<file path="src/source/z80Defines_defines.svh">
// Opcode field positions, register codes and ALU operation codes, included by the package and RTL.
`ifndef Z80DEFINES_DEFINES_SVH
`define Z80DEFINES_DEFINES_SVH

`define Z80_QUAD_MSB 7
`define Z80_QUAD_LSB 6
`define Z80_DST_MSB 5
`define Z80_DST_LSB 3
`define Z80_SRC_MSB 2
`define Z80_SRC_LSB 0

`define Z80_REG_A 3'd7
`define Z80_REG_MEM 3'd6
`define Z80_IMM_LOW 3'b110

`define Z80_Q_LDN 2'b00
`define Z80_Q_LDR 2'b01
`define Z80_Q_ALUR 2'b10
`define Z80_Q_ALUN 2'b11

`define Z80_ALU_ADD 3'd0
`define Z80_ALU_ADC 3'd1
`define Z80_ALU_SUB 3'd2
`define Z80_ALU_SBC 3'd3
`define Z80_ALU_AND 3'd4
`define Z80_ALU_XOR 3'd5
`define Z80_ALU_OR 3'd6
`define Z80_ALU_CP 3'd7

`endif

</file>
<file path="src/source/z80ExecPkg.sv">
// Types shared by the execution core RTL and its testbench, referenced by scoped name.
`include "z80Defines_defines.svh"

package z80ExecPkg;

    typedef logic [7:0] byteT;
    typedef logic [2:0] regIdxT;   // codes follow the opcode order B C D E H L (HL) A.

    // same codes as bits 5:3 of an ALU opcode.
    typedef enum logic [2:0] {
        ADD = `Z80_ALU_ADD,
        ADC = `Z80_ALU_ADC,
        SUB = `Z80_ALU_SUB,
        SBC = `Z80_ALU_SBC,
        AND = `Z80_ALU_AND,
        XOR = `Z80_ALU_XOR,
        OR  = `Z80_ALU_OR,
        CP  = `Z80_ALU_CP
    } aluOpT;

    typedef struct packed {
        logic s;
        logic z;
        logic h;
        logic pv;
        logic n;
        logic c;
    } flagsT;

    typedef struct packed {
        byteT opcode;
        byteT immediate;   // zero for one-byte opcodes.
    } instrT;

    typedef struct packed {
        logic   regWrite;
        logic   flagWrite;
        logic   selImm;
        logic   selAlu;
        regIdxT dst;
        regIdxT src;
        aluOpT  aluOp;
    } ctrlWordT;

    typedef struct packed {
        logic   regWrite;
        regIdxT dst;
        byteT   value;
        logic   flagWrite;
        flagsT  flags;
    } commitT;

    typedef enum logic {
        OPCODE,
        IMMEDIATE
    } seqStateT;

endpackage

</file>
<file path="src/source/opcodeSequencer.sv">
// Gathers strobed opcode and immediate bytes into whole instructions for the decoder in execCore.
`timescale 1ns/1ps
`include "z80Defines_defines.svh"

module opcodeSequencer (
    input  logic              clk,
    input  logic              rstN,
    input  logic              byteValid,
    input  z80ExecPkg::byteT  byteData,
    output logic              instrValid,
    output z80ExecPkg::instrT instr
);

    z80ExecPkg::seqStateT state;
    z80ExecPkg::byteT     pendingOpcode;
    logic [1:0]           quad;
    logic                 needsImm;
    logic                 instrHasImm;

    assign quad = byteData[`Z80_QUAD_MSB:`Z80_QUAD_LSB];

    // only LD r,n and ALU A,n carry a second byte.
    assign needsImm = (quad == `Z80_Q_LDN || quad == `Z80_Q_ALUN)
                      && byteData[`Z80_SRC_MSB:`Z80_SRC_LSB] == `Z80_IMM_LOW;

    assign instrHasImm = (instr.opcode[`Z80_QUAD_MSB:`Z80_QUAD_LSB] == `Z80_Q_LDN
                          || instr.opcode[`Z80_QUAD_MSB:`Z80_QUAD_LSB] == `Z80_Q_ALUN)
                         && instr.opcode[`Z80_SRC_MSB:`Z80_SRC_LSB] == `Z80_IMM_LOW;

    always_ff @(posedge clk or negedge rstN) begin
        if (!rstN) begin
            state      <= z80ExecPkg::OPCODE;
            instrValid <= 1'b0;
        end else begin
            instrValid <= 1'b0;
            if (byteValid) begin
                case (state)
                    z80ExecPkg::OPCODE: begin
                        if (needsImm) begin
                            state <= z80ExecPkg::IMMEDIATE;
                        end else begin
                            instrValid <= 1'b1;
                        end
                    end
                    z80ExecPkg::IMMEDIATE: begin
                        state      <= z80ExecPkg::OPCODE;   // any gap before this byte is fine.
                        instrValid <= 1'b1;
                    end
                    default: begin
                        state <= z80ExecPkg::OPCODE;
                    end
                endcase
            end
        end
    end

    always_ff @(posedge clk) begin
        if (byteValid) begin
            if (state == z80ExecPkg::OPCODE) begin
                pendingOpcode <= byteData;
                if (!needsImm) begin
                    instr.opcode    <= byteData;
                    instr.immediate <= '0;
                end
            end else begin
                instr.opcode    <= pendingOpcode;
                instr.immediate <= byteData;
            end
        end
    end

    // each instrValid delivers the byte strobed just before it, in the slot its form expects.
    assert property (@(posedge clk) disable iff (!rstN)
        instrValid |-> $past(byteValid)
                       && (instrHasImm ? instr.immediate == $past(byteData)
                                       : instr.opcode == $past(byteData)))
        else $error("instrValid does not carry the last strobed byte");

endmodule

</file>
<file path="src/source/instructionDecoder.sv">
// Quadrant decoder that turns a registered instruction into the control word of the core.
`timescale 1ns/1ps
`include "z80Defines_defines.svh"

module instructionDecoder (
    input  logic                 instrValid,
    input  z80ExecPkg::instrT    instr,
    output logic                 ctrlValid,
    output z80ExecPkg::ctrlWordT ctrl
);

    logic [1:0]         quad;
    logic [3:0]         quadSel;
    z80ExecPkg::regIdxT fieldY;
    z80ExecPkg::regIdxT fieldZ;
    logic               isCp;

    logic hit00;
    logic hit01;
    logic hit10;
    logic hit11;

    logic regWrite00;
    logic regWrite01;
    logic regWrite10;
    logic regWrite11;
    logic flagWrite10;
    logic flagWrite11;
    logic selImm00;
    logic selImm11;

    assign quad   = instr.opcode[`Z80_QUAD_MSB:`Z80_QUAD_LSB];
    assign fieldY = instr.opcode[`Z80_DST_MSB:`Z80_DST_LSB];
    assign fieldZ = instr.opcode[`Z80_SRC_MSB:`Z80_SRC_LSB];
    assign isCp   = fieldY == `Z80_ALU_CP;

    // a 2-to-4 select enables exactly one quadrant.
    always_comb begin
        quadSel       = '0;
        quadSel[quad] = 1'b1;
    end

    // quadrant 00 holds LD r,n. Other low patterns are outside this core.
    assign hit00      = quadSel[`Z80_Q_LDN] && fieldZ == `Z80_IMM_LOW
                        && fieldY != `Z80_REG_MEM;
    assign regWrite00 = hit00;
    assign selImm00   = hit00;

    // quadrant 01 is LD r,r'. (HL) on either side is dropped, which also drops HALT.
    assign hit01      = quadSel[`Z80_Q_LDR] && fieldY != `Z80_REG_MEM
                        && fieldZ != `Z80_REG_MEM;
    assign regWrite01 = hit01;

    // quadrant 10 is ALU A,r.
    assign hit10       = quadSel[`Z80_Q_ALUR] && fieldZ != `Z80_REG_MEM;
    assign regWrite10  = hit10 && !isCp;
    assign flagWrite10 = hit10;

    // quadrant 11 only supplies ALU A,n here.
    assign hit11       = quadSel[`Z80_Q_ALUN] && fieldZ == `Z80_IMM_LOW;
    assign regWrite11  = hit11 && !isCp;
    assign flagWrite11 = hit11;
    assign selImm11    = hit11;

    assign ctrlValid = instrValid && (hit00 || hit01 || hit10 || hit11);

    assign ctrl.regWrite  = regWrite00 | regWrite01 | regWrite10 | regWrite11;
    assign ctrl.flagWrite = flagWrite10 | flagWrite11;
    assign ctrl.selImm    = selImm00 | selImm11;
    assign ctrl.selAlu    = hit10 | hit11;
    assign ctrl.dst       = ({3{hit00 | hit01}} & fieldY)
                          | ({3{hit10 | hit11}} & `Z80_REG_A);   // ALU results land in A.
    assign ctrl.src       = {3{hit01 | hit10}} & fieldZ;
    assign ctrl.aluOp     = z80ExecPkg::aluOpT'({3{hit10 | hit11}} & fieldY);

endmodule

</file>
<file path="src/source/registerFile.sv">
// Eight-slot 8-bit register file of the core, two combinational reads and one clocked write.
`timescale 1ns/1ps
`include "z80Defines_defines.svh"

module registerFile (
    input  logic               clk,
    input  logic               rstN,
    input  logic               writeEn,
    input  z80ExecPkg::regIdxT writeIdx,
    input  z80ExecPkg::byteT   writeData,
    input  z80ExecPkg::regIdxT readIdxA,
    input  z80ExecPkg::regIdxT readIdxB,
    output z80ExecPkg::byteT   readA,
    output z80ExecPkg::byteT   readB,
    output z80ExecPkg::byteT   accum
);

    // slot 6 stands for (HL) and stays at zero.
    z80ExecPkg::byteT regs [0:7];

    always_ff @(posedge clk or negedge rstN) begin
        if (!rstN) begin
            for (int i = 0; i < 8; i++) begin
                regs[i] <= '0;
            end
        end else if (writeEn && writeIdx != `Z80_REG_MEM) begin
            regs[writeIdx] <= writeData;
        end
    end

    assign readA = regs[readIdxA];
    assign readB = regs[readIdxB];
    assign accum = regs[`Z80_REG_A];   // always the ALU's first operand.

    // the decoder must have filtered every (HL) destination.
    assert property (@(posedge clk) disable iff (!rstN)
        writeEn |-> writeIdx != `Z80_REG_MEM)
        else $error("register write aimed at (HL)");

endmodule

</file>
<file path="src/source/aluUnit.sv">
// 8-bit ALU with Z80 flag generation and the flag register, driven by the core's control word.
`timescale 1ns/1ps

module aluUnit (
    input  logic              clk,
    input  logic              rstN,
    input  z80ExecPkg::byteT  opA,
    input  z80ExecPkg::byteT  opB,
    input  z80ExecPkg::aluOpT aluOp,
    input  logic              flagWriteEn,
    output z80ExecPkg::byteT  result,
    output z80ExecPkg::flagsT newFlags,
    output z80ExecPkg::flagsT flags
);

    logic       isSub;
    logic       isLogic;
    logic       carryIn;
    logic [8:0] wide;
    logic [4:0] half;
    logic       overflow;

    assign isSub   = aluOp inside {z80ExecPkg::SUB, z80ExecPkg::SBC, z80ExecPkg::CP};
    assign isLogic = aluOp inside {z80ExecPkg::AND, z80ExecPkg::XOR, z80ExecPkg::OR};
    assign carryIn = (aluOp == z80ExecPkg::ADC || aluOp == z80ExecPkg::SBC) && flags.c;

    // bit 8 of wide is carry or borrow, bit 4 of half is the nibble carry or borrow.
    always_comb begin
        if (isSub) begin
            wide = {1'b0, opA} - {1'b0, opB} - {8'd0, carryIn};
            half = {1'b0, opA[3:0]} - {1'b0, opB[3:0]} - {4'd0, carryIn};
        end else begin
            wide = {1'b0, opA} + {1'b0, opB} + {8'd0, carryIn};
            half = {1'b0, opA[3:0]} + {1'b0, opB[3:0]} + {4'd0, carryIn};
        end
    end

    // signed overflow shows as a sign change that the operands cannot explain.
    assign overflow = isSub ? (opA[7] != opB[7]) && (wide[7] != opA[7])
                            : (opA[7] == opB[7]) && (wide[7] != opA[7]);

    always_comb begin
        case (aluOp)
            z80ExecPkg::AND: result = opA & opB;
            z80ExecPkg::XOR: result = opA ^ opB;
            z80ExecPkg::OR:  result = opA | opB;
            default:         result = wide[7:0];   // CP keeps the difference for its flags.
        endcase
    end

    always_comb begin
        newFlags.s  = result[7];
        newFlags.z  = result == 8'h00;
        newFlags.h  = isLogic ? (aluOp == z80ExecPkg::AND) : half[4];
        newFlags.pv = isLogic ? ~^result : overflow;   // even parity for logic ops.
        newFlags.n  = isSub;
        newFlags.c  = isLogic ? 1'b0 : wide[8];
    end

    always_ff @(posedge clk or negedge rstN) begin
        if (!rstN) begin
            flags <= '0;
        end else if (flagWriteEn) begin
            flags <= newFlags;
        end
    end

endmodule

</file>
<file path="src/source/execCore.sv">
// Top level of the execution core. Takes a byte strobe stream and emits one commit per instruction.
`timescale 1ns/1ps

module execCore (
    input  logic               clk,
    input  logic               rstN,
    input  logic               byteValid,
    input  z80ExecPkg::byteT   byteData,
    output logic               commitValid,
    output z80ExecPkg::commitT commit
);

    logic                 instrValid;
    z80ExecPkg::instrT    instr;
    logic                 ctrlValid;
    z80ExecPkg::ctrlWordT ctrl;
    z80ExecPkg::byteT     dstData;
    z80ExecPkg::byteT     srcData;
    z80ExecPkg::byteT     accum;
    z80ExecPkg::byteT     operandB;
    z80ExecPkg::byteT     aluResult;
    z80ExecPkg::byteT     writeValue;
    z80ExecPkg::flagsT    aluFlags;
    z80ExecPkg::flagsT    storedFlags;
    z80ExecPkg::commitT   nextCommit;
    logic                 regWriteEn;
    logic                 flagWriteEn;

    opcodeSequencer u_sequencer (
        .clk        (clk),
        .rstN       (rstN),
        .byteValid  (byteValid),
        .byteData   (byteData),
        .instrValid (instrValid),
        .instr      (instr)
    );

    instructionDecoder u_decoder (
        .instrValid (instrValid),
        .instr      (instr),
        .ctrlValid  (ctrlValid),
        .ctrl       (ctrl)
    );

    assign operandB    = ctrl.selImm ? instr.immediate : srcData;
    assign writeValue  = ctrl.selAlu ? aluResult : operandB;
    assign regWriteEn  = ctrlValid && ctrl.regWrite;
    assign flagWriteEn = ctrlValid && ctrl.flagWrite;

    // writes land at the end of the decode cycle, so the next instruction sees them.
    registerFile u_regFile (
        .clk       (clk),
        .rstN      (rstN),
        .writeEn   (regWriteEn),
        .writeIdx  (ctrl.dst),
        .writeData (writeValue),
        .readIdxA  (ctrl.dst),
        .readIdxB  (ctrl.src),
        .readA     (dstData),
        .readB     (srcData),
        .accum     (accum)
    );

    aluUnit u_alu (
        .clk         (clk),
        .rstN        (rstN),
        .opA         (accum),
        .opB         (operandB),
        .aluOp       (ctrl.aluOp),
        .flagWriteEn (flagWriteEn),
        .result      (aluResult),
        .newFlags    (aluFlags),
        .flags       (storedFlags)
    );

    // a load reports the flags it left untouched. CP reports its difference as value.
    always_comb begin
        nextCommit.regWrite  = ctrl.regWrite;
        nextCommit.dst       = ctrl.dst;
        nextCommit.value     = writeValue;
        nextCommit.flagWrite = ctrl.flagWrite;
        nextCommit.flags     = ctrl.flagWrite ? aluFlags : storedFlags;
    end

    always_ff @(posedge clk or negedge rstN) begin
        if (!rstN) begin
            commitValid <= 1'b0;
        end else begin
            commitValid <= ctrlValid;
        end
    end

    always_ff @(posedge clk) begin
        if (ctrlValid) begin
            commit <= nextCommit;
        end
    end

    // a committed register write must read back from the file while its record is shown.
    assert property (@(posedge clk) disable iff (!rstN)
        commitValid && commit.regWrite && ctrl.dst == commit.dst |-> dstData == commit.value)
        else $error("register file does not hold the committed value");

endmodule

</file>
<file path="config.mk">
export PLATFORM = sky130hd
export DESIGN_NAME = execCore
export DESIGN_NICKNAME = d
export VERILOG_FILES = /design/src/source/z80ExecPkg.sv /design/src/source/opcodeSequencer.sv /design/src/source/instructionDecoder.sv /design/src/source/registerFile.sv /design/src/source/aluUnit.sv /design/src/source/execCore.sv
export VERILOG_INCLUDE_DIRS = /design/src /design/src/source
export SDC_FILE = /design/constraint.sdc
export NUM_CORES = 1
export LEC_CHECK = 0
export BUFFER_PORTS_ARGS = -buffer_cell sky130_fd_sc_hd__buf_2
export CAP_MARGIN = 30
export CORE_AREA = 2 2 97 136
export DETAILED_ROUTE_END_ITERATION = 12
export DIE_AREA = 0 0 99 138
export PLACE_DENSITY = 0.71
export REMOVE_ABC_BUFFERS = 1
export SLEW_MARGIN = 20
export SYNTH_ARGS = -nofsm -noshare
export SYNTH_HDL_FRONTEND = slang
export SYNTH_SLANG_ARGS = --single-unit
</file>
<file path="constraint.sdc">
create_clock -name clk -period 11 [get_ports clk]
set_clock_uncertainty 0.1 [all_clocks]
set_input_delay 0.55 -clock clk [delete_from_list [all_inputs] [get_ports clk]]
set_output_delay 0.55 -clock clk [all_outputs]
set_load 0.02 [all_outputs]
</file>
==> impl_metrics.json <==
{
  "outcome": "complete, no violations",
  "synth_warnings": 0,
  "ios": 31,
  "tns_ns": 0,
  "drc_errors": 0,
  "start_kind": "flop",
  "final.period_utilization_pct": 50.5,
  "yosysSeqAreaShare_pct": 46.0,
  "htree_levels": 4,
  "power_switching_w": 0.000712,
  "grt_pass1_wl_um": 26700,
  "syn_area_per_cell_um2": 10.6,
  "crit_arrival_ns": 5.61,
  "power.leakage_nw": 3.34,
  "netlist_top_cells_area": "dfrtp_1, edfxtp_1, mux2_2, ha_1, nand2_1",
  "core_area_um2": 12600,
  "initial_core_util_pct": 53.1,
  "area_growth_pct": 13.1,
  "grt_antenna_before_repair": 0,
  "ys_top_cells_by_count": "dfrtp_1, nand2_1, mux2_2",
  "crit_type": "reg2reg",
  "clockRootBuffer": "clkbuf_16",
  "synth_cell_type_count": 74,
  "post_drt_wl_per_cell_um": 20.1,
  "gp_congestion": 0.955,
  "synth_top_cell_area_share_pct": 26.6,
  "drt-pass1-iter-count": 9,
  "synthCells": 632,
  "clock_latency_ns": 0.42,
  "ir_drop_v": 0.000123,
  "synthFlopType": "dfrtp_1",
  "die_y_um": 138,
  "worstRegToRegCells": 18,
  "ys_ff_latch": 114,
  "grt_usage_pct": 25.1,
  "dpl_worst_slack_ns": 5.42,
  "hold_violations": 0,
  "hp-class": "in2reg",
  "min_period_ns": 5.56,
  "hpwl_um": 11800,
  "antenna_cells": 0,
  "drive_above_1_share_pct": 21.0,
  "setup_ws_ns": 5.44,
  "synth_edf_count": 43,
  "gr-total-overflow": 0,
  "die_w_um": 99,
  "rsz0062_at_grt": "no",
  "p_comb_share_pct": 41.9,
  "powerDensity_nw_per_um2": 254,
  "clockBufferDepth": 2,
  "syn-cell-area_um2": 6670,
  "grt_pass1_vias": 5122,
  "cp_data_required_time_ns": 11.05,
  "cap_viol_max_count": 0,
  "synth_most_common_cell": "dfrtp_1",
  "holdPathStages": 1,
  "grt_max_degree": 72,
  "cp-end-kind": "flop",
  "async_flop_share_pct": 62.3,
  "crit_fanout": 18,
  "vias": 4932,
  "yosysTopAreaCell": "dfrtp_1",
  "fmax_ghz": 0.180,
  "drt-vias-per-instance": 6.01,
  "power_switching_share_pct": 37.2,
  "intPower_w": 0.00120,
  "finalPower_w": 0.00191,
  "wirelength_um": 16500,
  "cts_tree": "built",
  "maxSlewHeadroom_pct": 51.3,
  "path_clk_slew_ns": 0.05,
  "setup_viol": 0,
  "drt_iter0_markers": 368,
  "clockPowerShare_pct": 27.0,
  "tightestPinTransition_ns": 0.728,
  "io_buffers": 30,
  "std_cell_rows": 49,
  "cts.sinks": 114,
  "drv_slew": 0,
  "fin_hold_ws_ns": 0.233,
  "numCtsBuffers": 17,
  "final_nets": 704,
  "postRouteAntennaNets": 0,
  "die-area_um2": 13700,
  "seqPwrFrac_pct": 31.0
}
[per-stage QoR]
| stage | utilization, % | instances | instance area, um^2 |
|---|---|---|---|
| finish | 60.0 | 821 | 7550 |
| floorplan | - | 594 | 6520 |
| CTS | 59.6 | 818 | 7490 |
| global route | 60.0 | 821 | 7550 |
| global placement | 55.1 | 785 | 6930 |
| detailed placement | 55.2 | 786 | 6930 |
[critical path, stage by stage, from the launching register on]
cell and delay (ns):
edfxtp_1 0.65, nor4bb_1 0.27, buf_4 0.20, nor4_2 0.51, nand3_1 0.24, a31oi_4 0.33, inv_1 0.14, fa_1 0.46
nand2b_1 0.20, a211oi_1 0.51, o21ai_0 0.31, and2_1 0.23, o221ai_1 0.27, ha_1 0.30, xnor2_1 0.19, xnor2_1 0.14
nor2_1 0.06, nor2_1 0.10, a21oi_1 0.07
[layer usage]
layer / routed length [um] / up-vias / GRT usage (%)
li1: - / 2323 / -
met1: 6330 / 2373 / 29.0
met2: 8670 / 189 / 44.0
met3: 826 / 47 / 3.59
met4: 672 / 0 / 13.7
met5: 0 / - / 0
[final timing paths]
kind,start,to,slack (ns)
worst max-delay path,u_sequencer.instr[13],commit[2],5.44
worst min-delay path,byteData[2],u_sequencer.pendingOpcode[2],0.23
worst max register to register,u_sequencer.instr[13],commit[2],5.44
worst min register to register,u_regFile.regs[14],u_regFile.regs[14],0.28
max in group asynchronous,rstN,u_regFile.regs[29],9.80
min in group asynchronous,rstN,u_regFile.accum[0],0.44
[layout by cell type (no fill, tap or decap), types with 12 or more instances in the layout]
cell	count
a21oi_1	30
and2_1	12
buf_2	29
clkbuf_16	19
dfrtp_1	71
edfxtp_1	43
ha_1	34
inv_1	35
mux2_2	46
mux2i_1	16
nand2_1	61
nor2_1	35
o21ai_0	39
o22ai_1	17
[flip-flops by register name (all words and copies together), names as in the netlist]
register                   flops
commit                        19
u_regFile.regs                54
u_regFile.accum                8
commitValid                    1
u_sequencer.pendingOpcode      8
u_sequencer.state              1
u_alu.flags                    6
u_sequencer.instrValid         1
u_sequencer.instr             16
[cell families after synthesis]
family	synth area share [%]
AOI/OAI and AO/OA	15.0
xor gates and xnor gates	3.13
adders and majority gates	7.58
buffers and inverters	4.35
DFF	46.0
muxes	10.7
and+or+nand+nor	13.2
[cell type report]
cell class,count,area (um^2)
tap,153,191
multi-input combinational,444,3320
sequential,114,3070
timing repair buffer,42,273
clock buffer,24,514
inverter,36,135
fill,1002,5020
clock inverter,8,46.3
[power by group through the flow]
| stage | Clock (W) | Combinational (W) | Sequential [W] |
|---|---|---|---|
| 3_5_place_dp | 0 | 0.000785 | 0.000600 |
| 5_1_grt | 0.000542 | 0.000881 | 0.000603 |
| 3_3_place_gp | 0 | 0.000769 | 0.000597 |
| 4_1_cts | 0.000521 | 0.000793 | 0.000594 |
| 6_report | 0.000518 | 0.000803 | 0.000594 |
| 2_1_floorplan | 0 | 0.000586 | 0.000597 |
[what timing repair did]
action,CTS,global route
resized for setup,0,0
hold endpoints to repair,0,11
buffers inserted,0,0
setup endpoints to repair,0,0
hold buffers,0,1
No activity file was read; power rests on OpenSTA's default activity.
